### src/verilog/alu_other_defines.svh
`ifndef ALU_OTHER_DEFINES_SVH
`define ALU_OTHER_DEFINES_SVH

// vector register and scalar widths
`define VLEN 128
`define VLENB (`VLEN/`BYTE_WIDTH)
`define XLEN 32

// element widths
`define BYTE_WIDTH 8
`define HWORD_WIDTH 16
`define WORD_WIDTH 32

// uop bookkeeping
`define ROB_IDX_WIDTH 4
`define UOP_INDEX_WIDTH 3

`endif

### src/verilog/alu_other_pkg.sv
`include "alu_other_defines.svh"

package alu_other_pkg;

  typedef enum logic [2:0] {
    OPIVV = 3'b000,
    OPMVV = 3'b010,
    OPIVI = 3'b011,
    OPIVX = 3'b100,
    OPMVX = 3'b110
  } funct3_e;

  typedef enum logic [5:0] {
    VMINU      = 6'b000100,
    VMIN       = 6'b000101,
    VMAXU      = 6'b000110,
    VMAX       = 6'b000111,
    VXUNARY0   = 6'b010010,
    VMERGE_VMV = 6'b010111
  } funct6_e;

  // vs1 field under VXUNARY0
  typedef enum logic [4:0] {
    VZEXT_VF4 = 5'b00100,
    VSEXT_VF4 = 5'b00101,
    VZEXT_VF2 = 5'b00110,
    VSEXT_VF2 = 5'b00111
  } ext_sel_e;

  typedef enum logic [1:0] {
    EEW8  = 2'b00,
    EEW16 = 2'b01,
    EEW32 = 2'b10
  } eew_e;

  typedef enum logic [3:0] {
    OP_NONE,
    OP_MINU,
    OP_MIN,
    OP_MAXU,
    OP_MAX,
    OP_MOVE,
    OP_MERGE,
    OP_ZEXT2,
    OP_SEXT2,
    OP_ZEXT4,
    OP_SEXT4
  } alu_op_e;

  typedef struct packed {
    logic [`ROB_IDX_WIDTH-1:0]   rob_entry;
    funct3_e                     funct3;
    funct6_e                     funct6;
    logic [4:0]                  vs1;
    logic                        vm;
    eew_e                        vd_eew;
    eew_e                        vs2_eew;
    logic [`UOP_INDEX_WIDTH-1:0] uop_index;
    logic [`VLEN-1:0]            v0_data;
    logic [`VLEN-1:0]            vs1_data;
    logic [`VLEN-1:0]            vs2_data;
    logic [`XLEN-1:0]            rs1_data;
  } alu_uop_t;

  typedef struct packed {
    logic [`ROB_IDX_WIDTH-1:0] rob_entry;
    logic [`VLEN-1:0]          w_data;
    logic                      ignore_vma;
  } alu_result_t;

endpackage

### src/verilog/alu_other_ctrl.sv
`timescale 1ns/1ps
`include "alu_other_defines.svh"

module alu_other_ctrl (
  input  logic                       clk,
  input  logic                       rst_n,
  input  logic                       uop_valid,
  output logic                       uop_ready,
  input  alu_other_pkg::alu_uop_t    uop,
  output logic                       result_valid,
  input  logic                       result_ready,
  output alu_other_pkg::alu_result_t result,
  output alu_other_pkg::alu_op_e     op,
  output alu_other_pkg::eew_e        op_eew,
  input  logic [`VLEN-1:0]           minmax_data,
  input  logic [`VLEN-1:0]           merge_data,
  input  logic [`VLEN-1:0]           extend_data,
  input  logic [`VLEN-1:0]           move_data
);
  import alu_other_pkg::*;

  logic             load;
  logic [`VLEN-1:0] sel_data;

  always_comb begin
    op = OP_NONE;
    case (uop.funct3)
      OPIVV, OPIVX: begin
        case (uop.funct6)
          VMINU:      op = OP_MINU;
          VMIN:       op = OP_MIN;
          VMAXU:      op = OP_MAXU;
          VMAX:       op = OP_MAX;
          VMERGE_VMV: op = uop.vm ? OP_MOVE : OP_MERGE;
          default:    op = OP_NONE;
        endcase
      end
      // no min/max in immediate form
      OPIVI: begin
        if (uop.funct6 == VMERGE_VMV) begin
          op = uop.vm ? OP_MOVE : OP_MERGE;
        end
      end
      OPMVV: begin
        if (uop.funct6 == VXUNARY0) begin
          case (uop.vs1)
            VZEXT_VF2: op = OP_ZEXT2;
            VSEXT_VF2: op = OP_SEXT2;
            VZEXT_VF4: op = OP_ZEXT4;
            VSEXT_VF4: op = OP_SEXT4;
            default:   op = OP_NONE;
          endcase
        end
      end
      default: op = OP_NONE;
    endcase
  end

  assign op_eew = (op == OP_MOVE) ? uop.vd_eew : uop.vs2_eew;

  always_comb begin
    case (op)
      OP_MINU, OP_MIN, OP_MAXU, OP_MAX:     sel_data = minmax_data;
      OP_MOVE:                              sel_data = move_data;
      OP_MERGE:                             sel_data = merge_data;
      OP_ZEXT2, OP_SEXT2, OP_ZEXT4, OP_SEXT4: sel_data = extend_data;
      default:                              sel_data = '0;
    endcase
  end

  // output register, refilled in the same cycle it drains
  assign uop_ready = !result_valid || result_ready;
  assign load      = uop_valid && uop_ready && (op != OP_NONE);

  always_ff @(posedge clk) begin
    if (!rst_n) begin
      result_valid <= 1'b0;
    end else if (load) begin
      result_valid <= 1'b1;
    end else if (result_ready) begin
      result_valid <= 1'b0;
    end
  end

  always_ff @(posedge clk) begin
    if (load) begin
      result.rob_entry  <= uop.rob_entry;
      result.w_data     <= sel_data;
      result.ignore_vma <= (op == OP_MERGE);
    end
  end

  a_result_hold: assert property (@(posedge clk) disable iff (!rst_n)
    result_valid && !result_ready |=> result_valid && $stable(result));

  // vf4 only exists for byte sources
  a_vf4_eew: assert property (@(posedge clk) disable iff (!rst_n)
    uop_valid && (op == OP_ZEXT4 || op == OP_SEXT4) |-> uop.vs2_eew == EEW8);

endmodule

### src/verilog/alu_operand_prep.sv
`timescale 1ns/1ps
`include "alu_other_defines.svh"

module alu_operand_prep (
  input  alu_other_pkg::alu_uop_t uop,
  input  alu_other_pkg::eew_e     op_eew,
  output logic [`VLEN-1:0]        src1,
  output logic [`VLENB-1:0]       mask_slice
);
  import alu_other_pkg::*;

  logic [`VLEN-1:0] rs1_bcast;
  logic [`VLEN-1:0] v0_shift;

  // scalar replicated at the operand width
  always_comb begin
    case (op_eew)
      EEW8:    rs1_bcast = {`VLENB{uop.rs1_data[`BYTE_WIDTH-1:0]}};
      EEW16:   rs1_bcast = {(`VLEN/`HWORD_WIDTH){uop.rs1_data[`HWORD_WIDTH-1:0]}};
      EEW32:   rs1_bcast = {(`VLEN/`WORD_WIDTH){uop.rs1_data[`WORD_WIDTH-1:0]}};
      default: rs1_bcast = '0;
    endcase
  end

  always_comb begin
    case (uop.funct3)
      OPIVV:        src1 = uop.vs1_data;
      OPIVX, OPIVI: src1 = rs1_bcast;
      default:      src1 = '0;
    endcase
  end

  // one mask bit per element, so the slice base scales with elements per register
  always_comb begin
    case (op_eew)
      EEW8:    v0_shift = uop.v0_data >> (uop.uop_index * `VLENB);
      EEW16:   v0_shift = uop.v0_data >> (uop.uop_index * (`VLEN/`HWORD_WIDTH));
      EEW32:   v0_shift = uop.v0_data >> (uop.uop_index * (`VLEN/`WORD_WIDTH));
      default: v0_shift = '0;
    endcase
  end

  assign mask_slice = v0_shift[`VLENB-1:0];

endmodule

### src/verilog/alu_minmax.sv
`timescale 1ns/1ps
`include "alu_other_defines.svh"

module alu_minmax (
  input  alu_other_pkg::alu_op_e op,
  input  alu_other_pkg::eew_e    eew,
  input  logic [`VLEN-1:0]       src2,
  input  logic [`VLEN-1:0]       src1,
  output logic [`VLEN-1:0]       data
);
  import alu_other_pkg::*;

  logic                  is_signed;
  logic                  is_min;
  logic                  active;
  logic [2:0][`VLEN-1:0] lane_data;

  assign is_signed = (op == OP_MIN) || (op == OP_MAX);
  assign is_min    = (op == OP_MINU) || (op == OP_MIN);
  assign active    = is_min || (op == OP_MAXU) || (op == OP_MAX);

  // lanes at 8, 16 and 32 bits
  for (genvar w = 0; w < 3; w++) begin : g_width
    localparam int EW = (w == 0) ? `BYTE_WIDTH : (w == 1) ? `HWORD_WIDTH : `WORD_WIDTH;

    for (genvar k = 0; k < `VLEN/EW; k++) begin : g_lane
      logic signed [EW:0] a;
      logic signed [EW:0] b;
      logic               lt;

      // extra top bit: sign for signed ops, zero for unsigned
      assign a  = {is_signed & src2[k*EW+EW-1], src2[k*EW +: EW]};
      assign b  = {is_signed & src1[k*EW+EW-1], src1[k*EW +: EW]};
      assign lt = a < b;

      assign lane_data[w][k*EW +: EW] = (lt == is_min) ? src2[k*EW +: EW] : src1[k*EW +: EW];
    end
  end

  always_comb begin
    data = '0;
    if (active) begin
      case (eew)
        EEW8:    data = lane_data[0];
        EEW16:   data = lane_data[1];
        EEW32:   data = lane_data[2];
        default: data = '0;
      endcase
    end
  end

endmodule

### src/verilog/alu_extend.sv
`timescale 1ns/1ps
`include "alu_other_defines.svh"

module alu_extend (
  input  alu_other_pkg::alu_op_e       op,
  input  alu_other_pkg::eew_e          eew,
  input  logic [`UOP_INDEX_WIDTH-1:0]  uop_index,
  input  logic [`VLEN-1:0]             src2,
  output logic [`VLEN-1:0]             data
);
  import alu_other_pkg::*;

  logic [`VLEN/2-1:0] half;
  logic [`VLEN/4-1:0] quarter;
  logic               sext;

  // source part for this uop
  assign half    = uop_index[0] ? src2[`VLEN/2 +: `VLEN/2] : src2[0 +: `VLEN/2];
  assign quarter = src2[uop_index[1:0]*(`VLEN/4) +: `VLEN/4];
  assign sext    = (op == OP_SEXT2) || (op == OP_SEXT4);

  always_comb begin
    data = '0;
    case (op)
      OP_ZEXT2, OP_SEXT2: begin
        if (eew == EEW8) begin
          for (int k = 0; k < `VLEN/`HWORD_WIDTH; k++) begin
            data[k*`HWORD_WIDTH +: `HWORD_WIDTH] =
              {{`BYTE_WIDTH{sext & half[k*`BYTE_WIDTH+`BYTE_WIDTH-1]}},
               half[k*`BYTE_WIDTH +: `BYTE_WIDTH]};
          end
        end else if (eew == EEW16) begin
          for (int k = 0; k < `VLEN/`WORD_WIDTH; k++) begin
            data[k*`WORD_WIDTH +: `WORD_WIDTH] =
              {{`HWORD_WIDTH{sext & half[k*`HWORD_WIDTH+`HWORD_WIDTH-1]}},
               half[k*`HWORD_WIDTH +: `HWORD_WIDTH]};
          end
        end
      end
      OP_ZEXT4, OP_SEXT4: begin
        if (eew == EEW8) begin
          for (int k = 0; k < `VLEN/`WORD_WIDTH; k++) begin
            data[k*`WORD_WIDTH +: `WORD_WIDTH] =
              {{(`WORD_WIDTH-`BYTE_WIDTH){sext & quarter[k*`BYTE_WIDTH+`BYTE_WIDTH-1]}},
               quarter[k*`BYTE_WIDTH +: `BYTE_WIDTH]};
          end
        end
      end
      default: data = '0;
    endcase
  end

endmodule

### src/verilog/alu_merge.sv
`timescale 1ns/1ps
`include "alu_other_defines.svh"

module alu_merge (
  input  alu_other_pkg::eew_e  eew,
  input  logic [`VLENB-1:0]    mask_slice,
  input  logic [`VLEN-1:0]     src2,
  input  logic [`VLEN-1:0]     src1,
  output logic [`VLEN-1:0]     data
);
  import alu_other_pkg::*;

  // mask bit k picks src1 for element k
  always_comb begin
    data = src2;
    case (eew)
      EEW8: begin
        for (int k = 0; k < `VLENB; k++) begin
          if (mask_slice[k]) data[k*`BYTE_WIDTH +: `BYTE_WIDTH] = src1[k*`BYTE_WIDTH +: `BYTE_WIDTH];
        end
      end
      EEW16: begin
        for (int k = 0; k < `VLEN/`HWORD_WIDTH; k++) begin
          if (mask_slice[k]) data[k*`HWORD_WIDTH +: `HWORD_WIDTH] = src1[k*`HWORD_WIDTH +: `HWORD_WIDTH];
        end
      end
      EEW32: begin
        for (int k = 0; k < `VLEN/`WORD_WIDTH; k++) begin
          if (mask_slice[k]) data[k*`WORD_WIDTH +: `WORD_WIDTH] = src1[k*`WORD_WIDTH +: `WORD_WIDTH];
        end
      end
      default: data = '0;
    endcase
  end

endmodule

### src/verilog/alu_other_top.sv
`timescale 1ns/1ps
`include "alu_other_defines.svh"

module alu_other_top (
  input  logic                       clk,
  input  logic                       rst_n,
  input  logic                       uop_valid,
  output logic                       uop_ready,
  input  alu_other_pkg::alu_uop_t    uop,
  output logic                       result_valid,
  input  logic                       result_ready,
  output alu_other_pkg::alu_result_t result
);
  import alu_other_pkg::*;

  alu_op_e           op;
  eew_e              op_eew;
  logic [`VLEN-1:0]  src1;
  logic [`VLENB-1:0] mask_slice;
  logic [`VLEN-1:0]  minmax_data;
  logic [`VLEN-1:0]  merge_data;
  logic [`VLEN-1:0]  extend_data;

  alu_other_ctrl u_ctrl (
    .clk          (clk),
    .rst_n        (rst_n),
    .uop_valid    (uop_valid),
    .uop_ready    (uop_ready),
    .uop          (uop),
    .result_valid (result_valid),
    .result_ready (result_ready),
    .result       (result),
    .op           (op),
    .op_eew       (op_eew),
    .minmax_data  (minmax_data),
    .merge_data   (merge_data),
    .extend_data  (extend_data),
    .move_data    (src1)
  );

  alu_operand_prep u_prep (
    .uop        (uop),
    .op_eew     (op_eew),
    .src1       (src1),
    .mask_slice (mask_slice)
  );

  alu_minmax u_minmax (
    .op   (op),
    .eew  (op_eew),
    .src2 (uop.vs2_data),
    .src1 (src1),
    .data (minmax_data)
  );

  alu_extend u_extend (
    .op        (op),
    .eew       (op_eew),
    .uop_index (uop.uop_index),
    .src2      (uop.vs2_data),
    .data      (extend_data)
  );

  alu_merge u_merge (
    .eew        (op_eew),
    .mask_slice (mask_slice),
    .src2       (uop.vs2_data),
    .src1       (src1),
    .data       (merge_data)
  );

endmodule

### config.mk
export PLATFORM = sky130hd
export DESIGN_NAME = alu_other_top
export DESIGN_NICKNAME = d
export VERILOG_FILES = /design/src/verilog/alu_other_pkg.sv /design/src/verilog/alu_other_ctrl.sv /design/src/verilog/alu_operand_prep.sv /design/src/verilog/alu_minmax.sv /design/src/verilog/alu_extend.sv /design/src/verilog/alu_merge.sv /design/src/verilog/alu_other_top.sv
export VERILOG_INCLUDE_DIRS = /design/src /design/src/verilog
export SDC_FILE = /design/constraint.sdc
export NUM_CORES = 1
export LEC_CHECK = 0
export CORE_MARGIN = 3
export CORE_UTILIZATION = 40
export DETAILED_ROUTE_END_ITERATION = 7
export DONT_BUFFER_PORTS = 1
export HOLD_SLACK_MARGIN = 0.05
export SLEW_MARGIN = 30
export SYNTH_ARGS = -nofsm -noshare
export SYNTH_HDL_FRONTEND = slang
export SYNTH_SLANG_ARGS = --single-unit
### constraint.sdc
create_clock -name clk -period 26.2 [get_ports clk]
set_clock_uncertainty 0.2 [all_clocks]
set_input_delay 5.24 -clock clk [delete_from_list [all_inputs] [get_ports clk]]
set_output_delay 5.24 -clock clk [all_outputs]
set_load 0.005 [all_outputs]
==> summary.md <==
| Metric | Value |
|---|---|
| TNS Setup | `0 ps` |
| Async SR Flop Fraction | `0%` |
| Chip height | `248 µm` |
| Net Sw Frac | `42.2%` |
| Max Slew Vio Count | `0` |
| ANT nets after route | `0` |
| Placement row count | `88` |
| Slew @ Worst Pin | `1080 ps` |
| Overall Global Routing Usage | `42.5%` |
| DRT Pass-1 Iters | `8` |
| Wire per inst | `38.2 µm` |
| Net Count, Synth | `3537` |
| Hold buffer count at CTS | `0` |
| Max Buffers Root-to-Sink | `2` |
| Crit path required time | `26220 ps` |
| CTS tree | `yes` |
| # Post-CTS Setup Buffers | `0` |
| Yosys cell types | `113` |
| Vias in the first global route | `25000` |
| Area grow syn2layout | `4.93%` |
| Startpoint Class | `input pin` |
| Post-Syn Area | `23400 µm²` |
| Antenna violations before repair | `15` |
| Commonest non-fill, non-tap cells in the layout | `385 x nand2_1, 218 x a21oi_1, 191 x nor2_1` |
| DP HPWL | `105 mm` |
| RD Place Congestion | `1.07` |
| Worst hold margin | `404 ps` |
| Vias | `27200` |
| Worst Path Max Fanout | `50` |
| Drt total wl | `137 mm` |
| Final nets | `3406` |
| Latest clock arrival within the worst-skew pair | `490 ps` |
| #FFs+latches synth | `134` |
| Worst rel slew slack | `27.5%` |
| Synth warn | `0` |
| DRT iter0 DRCs | `3871` |
| Endpoints failing hold | `0` |
| Starting Density | `40.5%` |
| H-tree levels | `4` |
| Synth top area share | `17.0%` |
| Ranking of synthesized cells by area | `edfxtp_1 17%, ha_1 8.3%, mux2i_1 6.7%` |
| Main synth FF type | `edfxtp_1` |
| EDFF count, synth | `133` |
| Seq pwr share | `26.7%` |
| Vias per Instance | `7.56` |
| Util after Layout | `42.5%` |
| Peak supply drop | `0.0000520 V` |
| Share of the yosys chip area belonging to registers | `17.1%` |
| Commonest non-fill, non-tap cell in the layout | `nand2_1` |
| Post-CTS Resized | `0` |
| Clock transition at path regs | `70 ps` |
| Element type at the critical path end | `flip-flop` |
| DRC viols | `0` |
| Core footprint | `57800 µm²` |
| Horiz. Die Dim | `248 µm` |
| RSZ-0062 raised after global routing | `no` |
| Setup violations, final | `0` |
| Register area | `4010 µm²` |
| IO Pins | `581` |
| Outcome | `complete, no violations` |
| Arrival time worst endpoint | `14530 ps` |
| First-pass GRT wire length | `189 mm` |
| Pwr/cell area | `36.3 nW/µm²` |
| Area of the die | `61500 µm²` |
| Total grt overflow | `0` |
| # fillers | `5905` |
| Worst min-delay path category | `flip-flop to flip-flop` |
| Post-synthesis cell count | `2935` |
| Layout cells sized above 1 | `10.3%` |
| CTS Buf Count | `17` |
| Clk pwr share | `29.7%` |
| Root buffer cell | `clkbuf_16` |
| Internal power | `0.000516 W` |
| IO Port Bufs | `0` |
| Leak | `9.33 nW` |
| Max Clk Rate | `68.9 MHz` |
| Synth area leader | `edfxtp_1` |
| Clk sinks | `134` |
| Post-synthesis area per instance | `7.98 µm²` |
| MaxCap Viol Count | `0` |
| Psw | `0.000376 W` |
| Largest net degree at the start of global routing | `122` |
| Area of the multi-input gates | `18000 µm²` |
| Crit path kind | `input pin to flip-flop` |
| Final Cycle Share | `55.4%` |
| Fin crit period | `14510 ps` |
| Comb power frac | `43.6%` |
## cell families after synthesis
| kind of cell | synth area share (%) |
|---|---|
| xor+xnor | 1.15 |
| flops | 17.1 |
| fa+ha+maj | 8.33 |
| mux | 15.1 |
| compound gates | 33.8 |
| buf+inv | 6.90 |
| simple gates | 17.6 |
## worst paths after layout
| kind | cells after the start | to | slack [ps] | startpoint |
|---|---|---|---|---|
| max | 27 | u_ctrl.result[112] | 11690 | uop[431] |
| min | 2 | u_ctrl.result_valid | 400 | u_ctrl.result_valid |
| min reg2reg | 2 | u_ctrl.result_valid | 400 | u_ctrl.result_valid |
| max reg2reg | 4 | u_ctrl.result[4] | 23770 | u_ctrl.result_valid |
## synthesized netlist by cell type (61+ instances only)
library cell and count:
nand2_1 386, a21oi_1 221, edfxtp_1 133, a22oi_1 61, ha_1 156, clkbuf_1 90
buf_2 66, mux2i_1 156, nor2_1 194, o21ai_0 150, a21o_1 91, nand3_1 71
o221ai_1 78, inv_1 151, o211ai_1 61
## worst max-delay path, stage by stage
cell	delay [ps]
nor4_2	480
and3_1	320
a31oi_1	190
or2_2	350
nand2b_1	150
buf_4	300
nand2_1	140
nand2_1	100
inv_1	110
ha_2	160
buf_4	580
inv_2	580
nand2_1	620
a22oi_1	140
nor2_1	310
a21o_1	240
inv_1	70
ha_1	300
nand2_1	70
nor4_1	460
nand3_1	510
a31oi_1	950
o21ai_0	230
xnor2_1	870
o22ai_1	480
a222oi_1	360
o21ai_0	130
## final cells by class
| cell class | instances | area share (%) |
|---|---|---|
| well taps | 765 | 3.89 |
| diodes | 13 | 0.132 |
| clock inverters | 14 | 0.656 |
| repair buffers | 60 | 1.86 |
| multi-input cells | 2436 | 73.0 |
| flip-flops and latches | 134 | 16.3 |
| inverters | 155 | 2.37 |
| clock buffers | 17 | 1.73 |
## stage by stage
| stage | cell area (µm²) | instances | total power [W] | setup slack [ps] |
|---|---|---|---|---|
| finish | 24600 | 3594 | 0.000893 | 11690 |
| CTS | 24500 | 3581 | 0.000880 | 12150 |
| global placement | 23900 | 3548 | 0.000612 | 11840 |
| detailed placement | 23900 | 3550 | 0.000616 | 11690 |
| floorplan | 23400 | 2935 | 0.000511 | 13390 |
| global route | 24600 | 3585 | 0.000923 | 11380 |
## per-layer routing
metal | vias to the layer above | wire length (µm) | global-route usage [%]
met5 | - | 86 | 0
met4 | 10 | 9680 | 25.3
met2 | 2264 | 59300 | 64.0
met1 | 13200 | 50000 | 52.4
li1 | 11200 | - | -
met3 | 507 | 18200 | 14.7
## state kept, by name, summed over array words and instances, names as in the netlist
register	count
u_ctrl.result	133
u_ctrl.result_valid	1
## power groups by stage
stage	logic (W)	registers [W]	clock network (W)
2_1_floorplan	0.000268	0.000243	0
3_3_place_gp	0.000369	0.000244	0
3_5_place_dp	0.000372	0.000244	0
4_1_cts	0.000373	0.000239	0.000268
5_1_grt	0.000409	0.000239	0.000275
6_report	0.000389	0.000239	0.000265
Note: power is estimated with default switching activity, not from simulation.
